--- src/common/tile_pkg.sv ---
/*
 * Tile reduction package
 * Word type and tile geometry shared by the loader, reducer and top
 */
package tile_pkg;

  // Data word
  localparam int DATA_WIDTH = 32;
  typedef logic [DATA_WIDTH-1:0] word_t;

  // Tile geometry, row-major
  localparam int ROWS       = 4;
  localparam int COLS       = 4;
  localparam int TILE_WORDS = ROWS * COLS;

  // Counter and address widths
  localparam int ROW_W  = 2;
  localparam int COL_W  = 2;
  localparam int ADDR_W = ROW_W + COL_W;

endpackage

--- src/hw/mem/seq_mem_d1.sv ---
/*
 * Single-port sequential memory
 * One-cycle reads and writes, each confirmed by a registered done pulse
 */
`timescale 1ns/1ps

module seq_mem_d1 #(
  parameter int WIDTH    = 32,
  parameter int SIZE     = 16,
  parameter int IDX_SIZE = 4
) (
  input  logic                clk,
  input  logic                reset,
  input  logic [IDX_SIZE-1:0] addr0,

  // Read side
  input  logic                read_en,
  output logic [WIDTH-1:0]    read_data,
  output logic                read_done,

  // Write side
  input  logic [WIDTH-1:0]    write_data,
  input  logic                write_en,
  output logic                write_done
);

  logic [WIDTH-1:0] mem [SIZE];

  // Registered read port
  always_ff @(posedge clk) begin
    if (reset) begin
      read_data <= '0;
    end else if (read_en) begin
      read_data <= mem[addr0];
    end else if (write_en) begin
      // Read output is undefined once a write has happened
      read_data <= 'x;
    end
  end

  always_ff @(posedge clk) begin
    if (reset) begin
      read_done <= 1'b0;
    end else begin
      read_done <= read_en;
    end
  end

  // Storage array
  always_ff @(posedge clk) begin
    if (write_en) begin
      mem[addr0] <= write_data;
    end
  end

  always_ff @(posedge clk) begin
    if (reset) begin
      write_done <= 1'b0;
    end else begin
      write_done <= write_en;
    end
  end

  // Port is shared, so the two sides must take turns
  a_no_rw_overlap: assert property (
    @(posedge clk) disable iff (reset)
    !(read_en && write_en)
  ) else $error("seq_mem_d1: read and write in the same cycle");

  a_addr_in_range: assert property (
    @(posedge clk) disable iff (reset)
    (read_en || write_en) |-> (addr0 < SIZE)
  ) else $error("seq_mem_d1: address %0d out of range, size %0d", addr0, SIZE);

endmodule

--- src/hw/tile_loader.sv ---
/*
 * Tile loader
 * Accepts a word stream and writes one tile into memory in row-major order
 */
`timescale 1ns/1ps

module tile_loader
  import tile_pkg::*;
(
  input  logic              clk,
  input  logic              reset,
  input  logic              in_valid,
  input  word_t             in_data,
  output logic              in_ready,
  output logic [ADDR_W-1:0] wr_addr,
  output logic              write_en,
  output word_t             write_data,
  input  logic              write_done,
  input  logic              tile_release,
  output logic              tile_full
);

  logic [ADDR_W-1:0] wr_cnt;
  logic [ADDR_W-1:0] done_cnt;
  logic              tile_issued;
  logic              accept;

  // Input closes once all words of the tile are issued
  assign in_ready   = !tile_issued;
  assign accept     = in_valid && in_ready;
  assign write_en   = accept;
  assign wr_addr    = wr_cnt;
  assign write_data = in_data;

  // Issue side, one write per accepted word
  always_ff @(posedge clk) begin
    if (reset) begin
      wr_cnt      <= '0;
      tile_issued <= 1'b0;
    end else begin
      if (accept) begin
        wr_cnt <= wr_cnt + 1'b1;
        if (wr_cnt == ADDR_W'(TILE_WORDS - 1)) begin
          tile_issued <= 1'b1;
        end
      end else if (tile_release) begin
        tile_issued <= 1'b0;
      end
    end
  end

  // Tile is full only once every write is confirmed
  always_ff @(posedge clk) begin
    if (reset) begin
      done_cnt  <= '0;
      tile_full <= 1'b0;
    end else begin
      if (write_done) begin
        done_cnt <= done_cnt + 1'b1;
        if (done_cnt == ADDR_W'(TILE_WORDS - 1)) begin
          tile_full <= 1'b1;
        end
      end else if (tile_release) begin
        tile_full <= 1'b0;
      end
    end
  end

  a_no_accept_when_full: assert property (
    @(posedge clk) disable iff (reset)
    tile_full |-> !(in_valid && in_ready)
  ) else $error("tile_loader: word accepted while tile is full");

endmodule

--- src/hw/row_reducer.sv ---
/*
 * Row reducer
 * Reads the tile one row at a time and presents each row sum on a valid/ready port
 */
`timescale 1ns/1ps

module row_reducer
  import tile_pkg::*;
(
  input  logic              clk,
  input  logic              reset,
  input  logic              tile_full,
  output logic [ADDR_W-1:0] rd_addr,
  output logic              read_en,
  input  word_t             read_data,
  input  logic              read_done,
  output logic              out_valid,
  output word_t             out_data,
  input  logic              out_ready,
  output logic              tile_release
);

  typedef enum logic [1:0] {
    st_idle,
    st_reading,
    st_draining,
    st_presenting
  } state_t;

  state_t           state;
  logic [ROW_W-1:0] row;
  logic [COL_W-1:0] col;
  word_t            acc;
  logic             last_col;
  logic             last_row;
  logic             transfer;

  assign last_col = (col == COL_W'(COLS - 1));
  assign last_row = (row == ROW_W'(ROWS - 1));
  assign transfer = out_valid && out_ready;

  assign read_en      = (state == st_reading);
  assign rd_addr      = {row, col};
  assign out_valid    = (state == st_presenting);
  assign out_data     = acc;
  // Hand the tile back to the loader with the last sum
  assign tile_release = transfer && last_row;

  always_ff @(posedge clk) begin
    if (reset) begin
      state <= st_idle;
      row   <= '0;
      col   <= '0;
    end else begin
      case (state)
        st_idle: begin
          if (tile_full) begin
            row   <= '0;
            col   <= '0;
            state <= st_reading;
          end
        end
        st_reading: begin
          if (last_col) begin
            col   <= '0;
            state <= st_draining;
          end else begin
            col <= col + 1'b1;
          end
        end
        // Wait for the data of the last read in the row
        st_draining: begin
          if (read_done) begin
            state <= st_presenting;
          end
        end
        st_presenting: begin
          if (transfer) begin
            if (last_row) begin
              row   <= '0;
              state <= st_idle;
            end else begin
              row   <= row + 1'b1;
              state <= st_reading;
            end
          end
        end
        default: state <= st_idle;
      endcase
    end
  end

  // Row accumulator, wraps modulo 2^32
  always_ff @(posedge clk) begin
    if (state == st_idle || transfer) begin
      acc <= '0;
    end else if (read_done) begin
      acc <= acc + read_data;
    end
  end

  a_out_data_stable: assert property (
    @(posedge clk) disable iff (reset)
    (out_valid && !out_ready) |=> (out_valid && $stable(out_data))
  ) else $error("row_reducer: out_data changed while stalled");

endmodule

--- src/hw/row_sum_top.sv ---
/*
 * Row sum engine top
 * Loader fills the tile memory, reducer drains it as row sums
 */
`timescale 1ns/1ps

module row_sum_top
  import tile_pkg::*;
(
  input  logic  clk,
  input  logic  reset,
  input  logic  in_valid,
  input  word_t in_data,
  output logic  in_ready,
  output logic  out_valid,
  output word_t out_data,
  input  logic  out_ready
);

  logic [ADDR_W-1:0] wr_addr;
  logic [ADDR_W-1:0] rd_addr;
  logic [ADDR_W-1:0] mem_addr;
  logic              write_en;
  word_t             write_data;
  logic              write_done;
  logic              read_en;
  word_t             read_data;
  logic              read_done;
  logic              tile_full;
  logic              tile_release;

  // Reducer owns the memory port while a full tile is held
  assign mem_addr = tile_full ? rd_addr : wr_addr;

  tile_loader u_loader (
    .clk          (clk),
    .reset        (reset),
    .in_valid     (in_valid),
    .in_data      (in_data),
    .in_ready     (in_ready),
    .wr_addr      (wr_addr),
    .write_en     (write_en),
    .write_data   (write_data),
    .write_done   (write_done),
    .tile_release (tile_release),
    .tile_full    (tile_full)
  );

  seq_mem_d1 #(
    .WIDTH    (DATA_WIDTH),
    .SIZE     (TILE_WORDS),
    .IDX_SIZE (ADDR_W)
  ) u_mem (
    .clk        (clk),
    .reset      (reset),
    .addr0      (mem_addr),
    .read_en    (read_en),
    .read_data  (read_data),
    .read_done  (read_done),
    .write_data (write_data),
    .write_en   (write_en),
    .write_done (write_done)
  );

  row_reducer u_reducer (
    .clk          (clk),
    .reset        (reset),
    .tile_full    (tile_full),
    .rd_addr      (rd_addr),
    .read_en      (read_en),
    .read_data    (read_data),
    .read_done    (read_done),
    .out_valid    (out_valid),
    .out_data     (out_data),
    .out_ready    (out_ready),
    .tile_release (tile_release)
  );

endmodule

--- config.mk ---
export PLATFORM = sky130hd
export DESIGN_NAME = row_sum_top
export DESIGN_NICKNAME = d
export VERILOG_FILES = /design/src/common/tile_pkg.sv /design/src/hw/mem/seq_mem_d1.sv /design/src/hw/tile_loader.sv /design/src/hw/row_reducer.sv /design/src/hw/row_sum_top.sv
export SDC_FILE = /design/constraint.sdc
export NUM_CORES = 1
export LEC_CHECK = 0
export BUFFER_PORTS_ARGS = -buffer_cell sky130_fd_sc_hd__buf_2
export CAP_MARGIN = 20
export CORE_ASPECT_RATIO = 2
export CORE_MARGIN = 3
export CORE_UTILIZATION = 56
export DETAILED_ROUTE_END_ITERATION = 10
export GPL_ROUTABILITY_DRIVEN = 1
export PLACE_DENSITY = 0.76
export SLEW_MARGIN = 25
export SYNTH_ARGS = -nofsm -noshare
export SYNTH_HDL_FRONTEND = slang
export SYNTH_SLANG_ARGS = --single-unit
--- constraint.sdc ---
create_clock -name clk -period 3.5 [get_ports clk]
set_input_delay 0.35 -clock clk [delete_from_list [all_inputs] [get_ports clk]]
set_output_delay 0.35 -clock clk [all_outputs]
set_load 0.01 [all_outputs]
==> results of run 1 <==
==> flip-flops by register name (all words and copies together), names as in the netlist <==
register and flops:
u_mem.read_data 32, u_loader.tile_issued 1, u_reducer.state 2, u_mem.write_done 1
u_reducer.col 2, u_reducer.row 2, u_loader.tile_full 1, u_loader.wr_addr 4
u_reducer.out_data 32, u_loader.done_cnt 4, u_mem.read_done 1, u_mem.mem 512
==> worst max-delay path: stages (launching register included) <==
cell and delay [ns]:
dfxtp_1 0.33, ha_1 0.36, nand2_1 0.08, nor3b_1 0.67, o21ai_0 0.29, a31oi_1 0.37
o211ai_2 0.17, a31oi_2 0.29, a311oi_2 0.15, mux2i_1 0.21, mux2i_1 0.19
==> synth_stat cells, types with 3 or more instances <==
master    number  area, um^2
nor2_1       105         394
a31oi_1        5        31.3
xor2_1        13         114
a211oi_1       5        37.5
mux2i_1       22         220
buf_2         14        70.1
nor3_1         7        35.0
nand2b_1       8        50.1
nand3_1       23         115
o22ai_1        3        18.8
mux4_2       128        2880
o21bai_1       3        22.5
buf_1          6        22.5
o211ai_1       3        22.5
nand2_1       28         105
o21ai_0       22         110
edfxtp_1     512       15400
and3_1         7        43.8
a311oi_1      33         289
a21o_1        11        82.6
nand4_1        6        37.5
o21a_1         3        22.5
a22oi_1       66         495
ha_1          39         488
nor2b_1       17         106
clkbuf_1      47         176
inv_1         13        48.8
dfxtp_1       82        1640
xnor2_1       17         149
a21oi_1       39         195
==> kinds of logic after synthesis <==
| logic type | Yosys count |
|---|---|
| AOI/OAI and AO/OA | 218 |
| xor gates and xnor gates | 30 |
| adders and majority gates | 40 |
| buffers and inverters | 80 |
| DFF | 594 |
| muxes | 152 |
| and+or+nand+nor | 213 |
==> power breakdown <==
group	internal, mW	total (mW)	switching [mW]
sequential	7.84	7.96	0.118
combinational	0.589	1.47	0.876
clock	2.85	5.27	2.42
total	11.3	14.7	3.42
==> metal layers <==
layer  part of all wire  GRT usage
met5                  0          0
met1               0.35      0.317
met4              0.047      0.105
met3              0.070     0.0361
met2               0.53      0.445
==> final cells by class <==
type,count,area (um^2),area share
well taps,540,676,0.0253
clock inverters,25,236,0.00884
clock buffers,62,1290,0.0481
repair buffers,112,868,0.0325
inverters,13,48.8,0.00182
flip-flops and latches,594,17000,0.636
diodes,4,10.0,0.000374
multi-input cells,653,6610,0.247
==> worst paths after layout <==
kind	startpoint	end	slack (ns)	depth (start not counted)
worst max register to register	u_reducer.out_data[4]	u_reducer.out_data[31]	0.30	10
worst max-delay path	u_reducer.out_data[4]	u_reducer.out_data[31]	0.30	10
worst min-delay path	in_data[25]	u_mem.mem[9][25]	0.14	1
worst min register to register	u_reducer.out_data[31]	u_reducer.out_data[31]	0.47	2
==> flow_metrics.tcl, run 1 <==
set metrics [dict create \
    final_util 0.638 \
    numCtsBuffers 47 \
    hpwl_um 33300 \
    hp-class "primary input to flip-flop" \
    htreeDepth 2 \
    layout_setup_ws_ns 0.304 \
    wl_um 56600 \
    power_density_nw_per_um2 549 \
    period_share 0.913 \
    cp.arrival_ns 3.69 \
    rsz0062_at_grt "no" \
    synth.ff_latch_count 594 \
    io_buffers 69 \
    yosys.area_share.adder 0.0214 \
    layout-drive-gt1-share 0.233 \
    period_needed_ns 3.20 \
    setup_viol 0 \
    yosysUniqueCellTypes 60 \
    path_max_fanout 4 \
    chipHeight_um 297 \
    synth_xor_area_frac 0.0111 \
    cp-end-kind "flip-flop" \
    num-nets-final 1497 \
    final_area_um2 26800 \
    fin_worst_skew_ns 0.0166 \
    synth_warnings 0 \
    rows 106 \
    synth.avg_cell_area_um2 17.9 \
    insertion_delay_ns 0.58 \
    status "finished clean" \
    dp.cells 1912 \
    final-max-slew-violation-count 0 \
    gp_congestion 0.908 \
    synth_mux_area_frac 0.132 \
    synth_cells 1327 \
    drc 0 \
    vias 13300 \
    fin_total_pwr_mw 14.7 \
    num_io_pins 70 \
    cts_tree "built" \
    yosysSeqAreaShare 0.716 \
    final_common_cell "edfxtp_1" \
    first_pass_iters 5 \
    synth_nets 1403 \
    cts.clk_slew.worst_paths_ns 0.07 \
    place_area_um2 25200 \
    synth_compound_area_frac 0.0654 \
    layout_common_cells "edfxtp_1 (512), mux4_2 (128), nor2_1 (97)" \
    synthSimpleGateAreaFrac 0.0412 \
    wire_per_inst_um 28.3 \
    ir_worst_vdd_mv 0.346 \
    cp_data_required_time_ns 4.00 \
    track_usage 0.255 \
    root_buffer "clkbuf_16" \
    worstSetupPathType "flip-flop to flip-flop" \
    finalSetupTns_ns 0 \
    dr.first_iter.drc_count 1172 \
    cts-resized-gates 0 \
    whs_ns 0.144 \
    place_ws_ns 0.393 \
    slew_headroom 0.382 \
    die_x_um 152 \
    grt_max_degree 105 \
    num-fill-cells 2865 \
    startpoint_type "flip-flop" \
    antenna_left 0 \
    fin_cells 2003 \
    fmax_ghz 0.313 \
    holdBufCountCts 0 \
    async_flop_share 0 \
    p_leak_nw 8.67 \
    postCtsSetupRepairBufs 0 \
    cap_viol_max_count 0 \
    synthesis.area_um2 23800 \
    grt_pass1_wl_um 84900 \
    synth_top_family_by_area "multiplexers" \
    synth_edf_count 512 \
    areaGrowthSynthToFinish_pct 12.6 \
    start_util 0.567 \
    cts_buffer_depth 3 \
    core_um2 41900 \
    hold_viol 0 \
    worst_slew_pin_slew_ns 0.928 \
    grt_pass1_vias 13900 \
    ys.flop_type "edfxtp_1" \
    fp.dieArea_um2 45100 \
    grt_overflow_total 0 \
    cts_sinks 594 \
    viasPerCell 6.62 \
    antenna_found_initial 3 \
]
No activity file was read; power rests on OpenSTA's default activity.
==> run 2, diff against run 1 <==
--- a/config.mk
+++ b/config.mk
@@ -10,8 +10,8 @@
 export CORE_ASPECT_RATIO = 2
 export CORE_MARGIN = 3
-export CORE_UTILIZATION = 56
+export CORE_UTILIZATION = 60
 export DETAILED_ROUTE_END_ITERATION = 10
 export GPL_ROUTABILITY_DRIVEN = 1
-export PLACE_DENSITY = 0.76
+export PLACE_DENSITY = 0.77
 export SLEW_MARGIN = 25
 export SYNTH_ARGS = -nofsm -noshare
==> constraint.sdc (replaced) <==
create_clock -name clk -period 4.1 [get_ports clk]
set_input_delay 0.615 -clock clk [delete_from_list [all_inputs] [get_ports clk]]
set_output_delay 0.615 -clock clk [all_outputs]
set_load 0.01 [all_outputs]
==> run 2 against run 1 <==
  * Setup slack better by 0.56 ns
  * Global-route usage rose by 1.8 points
  * Worst hold slack improved by 0.27 ns
  * Die area fell by 6.5%
  * Largest power group unchanged
  * Highest routed layer is now met5
==> flow_metrics.tcl, run 2 (synthesized netlist as in run 1, its figures left out) <==
set metrics [dict create \
    status "finished clean" \
    gp_congestion 0.896 \
    slew_headroom 0.376 \
    path_cells "ha_1 -> nand2_1 -> nor3b_1 -> o21ai_0 -> a31oi_1 -> o211ai_2 -> a31oi_2 -> a311oi_2 -> mux2i_1 -> mux2i_1" \
    final_util 0.689 \
    first_pass_iters 5 \
    cp_top_family "compound AO/OA/AOI/OAI gates" \
    cts.clk_slew.worst_paths_ns 0.07 \
    antenna_left 0 \
    wire_per_inst_um 28.4 \
    holdBufCountCts 0 \
    p_leak_nw 8.72 \
    finalSetupTns_ns 0 \
    track_usage 0.273 \
    postCtsSetupRepairBufs 0 \
    dr.first_iter.drc_count 1278 \
    fp.dieArea_um2 42200 \
    rows 102 \
    worst_slew_pin_slew_ns 0.935 \
    hold_viol 0 \
    grt_pass1_wl_um 85300 \
    worstSetupPathType "flip-flop to flip-flop" \
    critical-path-max-stage-delay_ns 0.63 \
    cap_viol_max_count 0 \
    final_common_cell "edfxtp_1" \
    rsz0062_at_grt "no" \
    numCtsBuffers 49 \
    grt_max_degree 58 \
    htreeDepth 2 \
    layout_common_cells "edfxtp_1 (512), mux4_2 (128), nor2_1 (97)" \
    fmax_ghz 0.309 \
    insertion_delay_ns 0.58 \
    path_max_fanout 4 \
    cp_data_required_time_ns 4.60 \
    critPathBufInv 0 \
    cp-end-kind "flip-flop" \
    num-nets-final 1493 \
    worst_path_max_delay_cell "nor3b_1" \
    grt_pass1_vias 13900 \
    areaGrowthSynthToFinish_pct 12.8 \
    io_buffers 69 \
    core_um2 38900 \
    grt_overflow_total 0 \
    worst-r2r-setup-slack_ns 0.86 \
    top_register "u_mem.mem" \
    layout-drive-gt1-share 0.235 \
    setup_viol 0 \
    num_io_pins 70 \
    power_density_nw_per_um2 481 \
    cts_tree "built" \
    cp.arrival_ns 3.74 \
    cts_buffer_depth 3 \
    hpwl_um 34700 \
    vias 13200 \
    period_share 0.790 \
    hp-class "primary input to flip-flop" \
    root_buffer "clkbuf_16" \
    antenna_found_initial 7 \
    wl_um 56400 \
    cts_sinks 594 \
    ir_worst_vdd_mv 0.459 \
    startpoint_type "flip-flop" \
    cts-resized-gates 0 \
    largest_reg_flops 512 \
    fin_worst_skew_ns 0.0207 \
    die_x_um 147 \
    final-max-slew-violation-count 0 \
    start_util 0.610 \
    cpMostUsedCell "mux2i_1" \
    drc 0 \
    viasPerCell 6.66 \
    chipHeight_um 287 \
    period_needed_ns 3.24 \
]
-- run 2: changes by cell type in the layout (fill, tap and decap cells not counted), moves of 2 or more --
cell | before | now
buf_4 | 27 | 22
clkbuf_1 | 11 | 6
bufinv_16 | 3 | 6
clkbuf_8 | 1 | 4
clkinv_2 | 6 | 9
buf_12 | 16 | 14
clkbuf_16 | 49 | 51
-- run 2: layout make-up --
| cell class | count | area, um^2 |
|---|---|---|
| fill | 2411 | 12100 |
| sequential | 594 | 17000 |
| antenna | 4 | 10.0 |
| timing repair buffer | 106 | 798 |
| multi-input combinational | 653 | 6610 |
| inverter | 13 | 48.8 |
| clock inverter | 30 | 320 |
| clock buffer | 61 | 1350 |
| tap | 520 | 651 |
-- run 2: final timing paths --
path                                           start                     end  cells after the start
worst max-delay path              u_mem.read_data[4]  u_reducer.out_data[31]                     10
worst min-delay path                      in_data[5]         u_mem.mem[7][5]                      1
worst max register to register    u_mem.read_data[4]  u_reducer.out_data[31]                     10
worst min register to register  u_loader.tile_issued    u_loader.tile_issued                      2
-- run 2: worst register-to-register path, cell delays in order (launching register included) --
cell and delay (ns):
dfxtp_1 0.33, ha_1 0.34, nand2_1 0.08, nor3b_1 0.63, o21ai_0 0.37, a31oi_1 0.36, o211ai_2 0.20, a31oi_2 0.29
a311oi_2 0.15, mux2i_1 0.22, mux2i_1 0.20
-- run 2: report_power, final --
group | switching (mW) | internal, mW | total [mW]
sequential | 0.0989 | 6.70 | 6.79
combinational | 0.750 | 0.500 | 1.25
clock | 2.10 | 2.74 | 4.84
-- run 2: layer usage --
layer  track usage  wire length (um)
met5             0                13
met4         0.131              2640
met3        0.0357              3710
met2         0.495             31200
met1         0.320             18800
-- run 2: through the flow --
step	power, mW	area [um^2]	instances	setup slack, ns	hold slack, ns
final	12.9	26800	1981	0.863	0.416
after detailed placement	8.17	25100	1885	0.928	0.469
after global routing	13.3	26800	1980	0.731	0.416
after CTS	12.9	26800	1976	0.872	0.395
after floorplan	7.73	23800	1327	0.646	0.450
after global placement	8.13	25100	1885	1.01	0.463
==> run 3, diff against run 2 <==
- clock period: 4.1 -> 3.23 ns (I/O delays scaled with it)
==> run 3 against run 2 <==
  * Sequential power increased by 27%
  * Routed wire length increased by 1.8%
  * Final area increased by 0.28%
  * Global-route usage increased by 0.33 points
  * Fmax increased by 4.8%
  * Count of clock-buffer cells in the layout increased by 1
  * Register-to-register slack got worse by 0.72 ns
  * Sequential share of layout area decreased by 0.17 points
  * Cell count increased by 1.2%
  * Power increased by 26%
  * Critical path depth unchanged
  * Clock skew increased by 0.015 ns
  * Critical path type unchanged
  * Largest power group unchanged
==> flow_metrics.tcl, run 3 (synthesized netlist as in run 1, its figures left out) <==
set metrics [dict create \
    htreeDepth 2 \
    final-max-slew-violation-count 0 \
    worst_slew_pin_slew_ns 0.923 \
    postCtsSetupRepairBufs 0 \
    core_um2 38900 \
    cts_tree "built" \
    insertion_delay_ns 0.59 \
    rows 102 \
    fin_total_pwr_mw 16.2 \
    regArea_um2 17000 \
    grt_max_degree 55 \
    chipHeight_um 287 \
    cap_viol_max_count 0 \
    cp.arrival_ns 3.55 \
    holdBufCountCts 0 \
    num_io_pins 70 \
    path_max_fanout 5 \
    die_x_um 147 \
    io_buffers 69 \
    track_usage 0.276 \
    period_share 0.956 \
    grt_pass1_vias 14100 \
    viasPerCell 6.65 \
    fin_worst_skew_ns 0.0359 \
    top_register "u_mem.mem" \
    num-fill-cells 2419 \
    holdPathStages 1 \
    cts_buffer_depth 3 \
    vias 13300 \
    worst_path_max_delay_cell "a221oi_1" \
    cp_top_family "compound AO/OA/AOI/OAI gates" \
    critical-path-max-stage-delay_ns 0.65 \
    power_density_nw_per_um2 604 \
    status "finished clean" \
    root_buffer "clkbuf_16" \
    hp-class "primary input to flip-flop" \
    layout-drive-gt1-share 0.247 \
    antenna_found_initial 5 \
    critical_path_cell_count 10 \
    start_util 0.610 \
    cts_sinks 594 \
    cp_data_required_time_ns 3.69 \
    slew_headroom 0.385 \
    wire_per_inst_um 28.6 \
    hold_viol 0 \
    first_pass_iters 8 \
    reg2reg_from "u_reducer.out_data[6]" \
    antenna_left 0 \
    largest_reg_flops 512 \
    layout_common_cells "edfxtp_1 (512), mux4_2 (128), nor2_1 (97)" \
    numCtsBuffers 48 \
    hp-start "in_data[1]" \
    num-nets-final 1517 \
    dr.first_iter.drc_count 1193 \
    fmax_ghz 0.324 \
    finalSetupTns_ns 0 \
    hpwl_um 35800 \
    grt_pass1_wl_um 86200 \
    drc 0 \
    cts.clk_slew.worst_paths_ns 0.07 \
    rsz0062_at_grt "no" \
    crit_start "u_reducer.out_data[6]" \
    critPathBufInv 0 \
    rr_worst_depth 10 \
    wl_um 57400 \
    cts-resized-gates 0 \
    setup_viol 0 \
    multiInputGateArea_um2 6610 \
    startpoint_type "flip-flop" \
    fp.dieArea_um2 42200 \
    final_common_cell "edfxtp_1" \
    period_needed_ns 3.09 \
    areaGrowthSynthToFinish_pct 13.1 \
    ir_worst_vdd_mv 0.571 \
    grt_overflow_total 0 \
    gp_congestion 0.911 \
    worstSetupPathType "flip-flop to flip-flop" \
    cp-end-kind "flip-flop" \
    path_cells "ha_1 -> and2_4 -> a221oi_1 -> o31ai_1 -> o311ai_1 -> nand2_1 -> and4b_1 -> nor3_1 -> nor2_1 -> a32o_1" \
    p_leak_nw 8.81 \
]
==> run 3: cell types whose count changed in the layout (fill, tap and decap cells not counted), sizes merged <==
cell	delta
buf	+26
clkinv	-2
inv	+2
bufinv	-1
clkinvlp	-1
diode	-1
==> run 3: stage by stage <==
stage / area, um^2 / worst slack [ns] / instances / hold slack (ns) / utilization
3_3_place_gp: 25300 / 0.176 / 1911 / 0.463 / 0.649
5_1_grt: 26900 / 0.0591 / 2004 / 0.271 / 0.691
6_report: 26900 / 0.141 / 2004 / 0.276 / 0.691
3_5_place_dp: 25300 / 0.128 / 1911 / 0.472 / 0.649
2_1_floorplan: 23800 / 0.0133 / 1327 / 0.450 / -
4_1_cts: 26900 / 0.126 / 2001 / 0.254 / 0.690
==> run 3: power breakdown <==
group	switching, mW	internal, mW
sequential	0.132	8.50
clock	2.67	3.33
combinational	0.957	0.653
==> run 3: routing by layer <==
layer | global-route usage | wire (um)
met5 | 0 | 0
met3 | 0.0363 | 3660
met2 | 0.491 | 30800
met4 | 0.146 | 3030
met1 | 0.326 | 19800
==> run 3: worst register-to-register path: stages, from the launching register on <==
cell and delay (ns):
dfxtp_1 0.32, ha_1 0.36, and2_4 0.19, a221oi_1 0.65, o31ai_1 0.22, o311ai_1 0.37
nand2_1 0.15, and4b_1 0.24, nor3_1 0.17, nor2_1 0.09, a32o_1 0.23
==> run 3: worst paths after layout <==
| path | to | slack [ns] |
|---|---|---|
| setup / recovery | u_reducer.out_data[30] | 0.14 |
| hold / removal | u_mem.mem[2][1] | 0.28 |
| setup reg to reg | u_reducer.out_data[30] | 0.14 |
| hold reg to reg | u_loader.tile_issued | 0.48 |
==> run 3: cell type report <==
| class | count | area share |
|---|---|---|
| repair buffers | 131 | 0.0348 |
| diodes | 3 | 0.000279 |
| inverters | 13 | 0.00182 |
| clock buffers | 62 | 0.0493 |
| flip-flops and latches | 594 | 0.633 |
| multi-input cells | 653 | 0.246 |
| clock inverters | 28 | 0.0107 |
| well taps | 520 | 0.0242 |
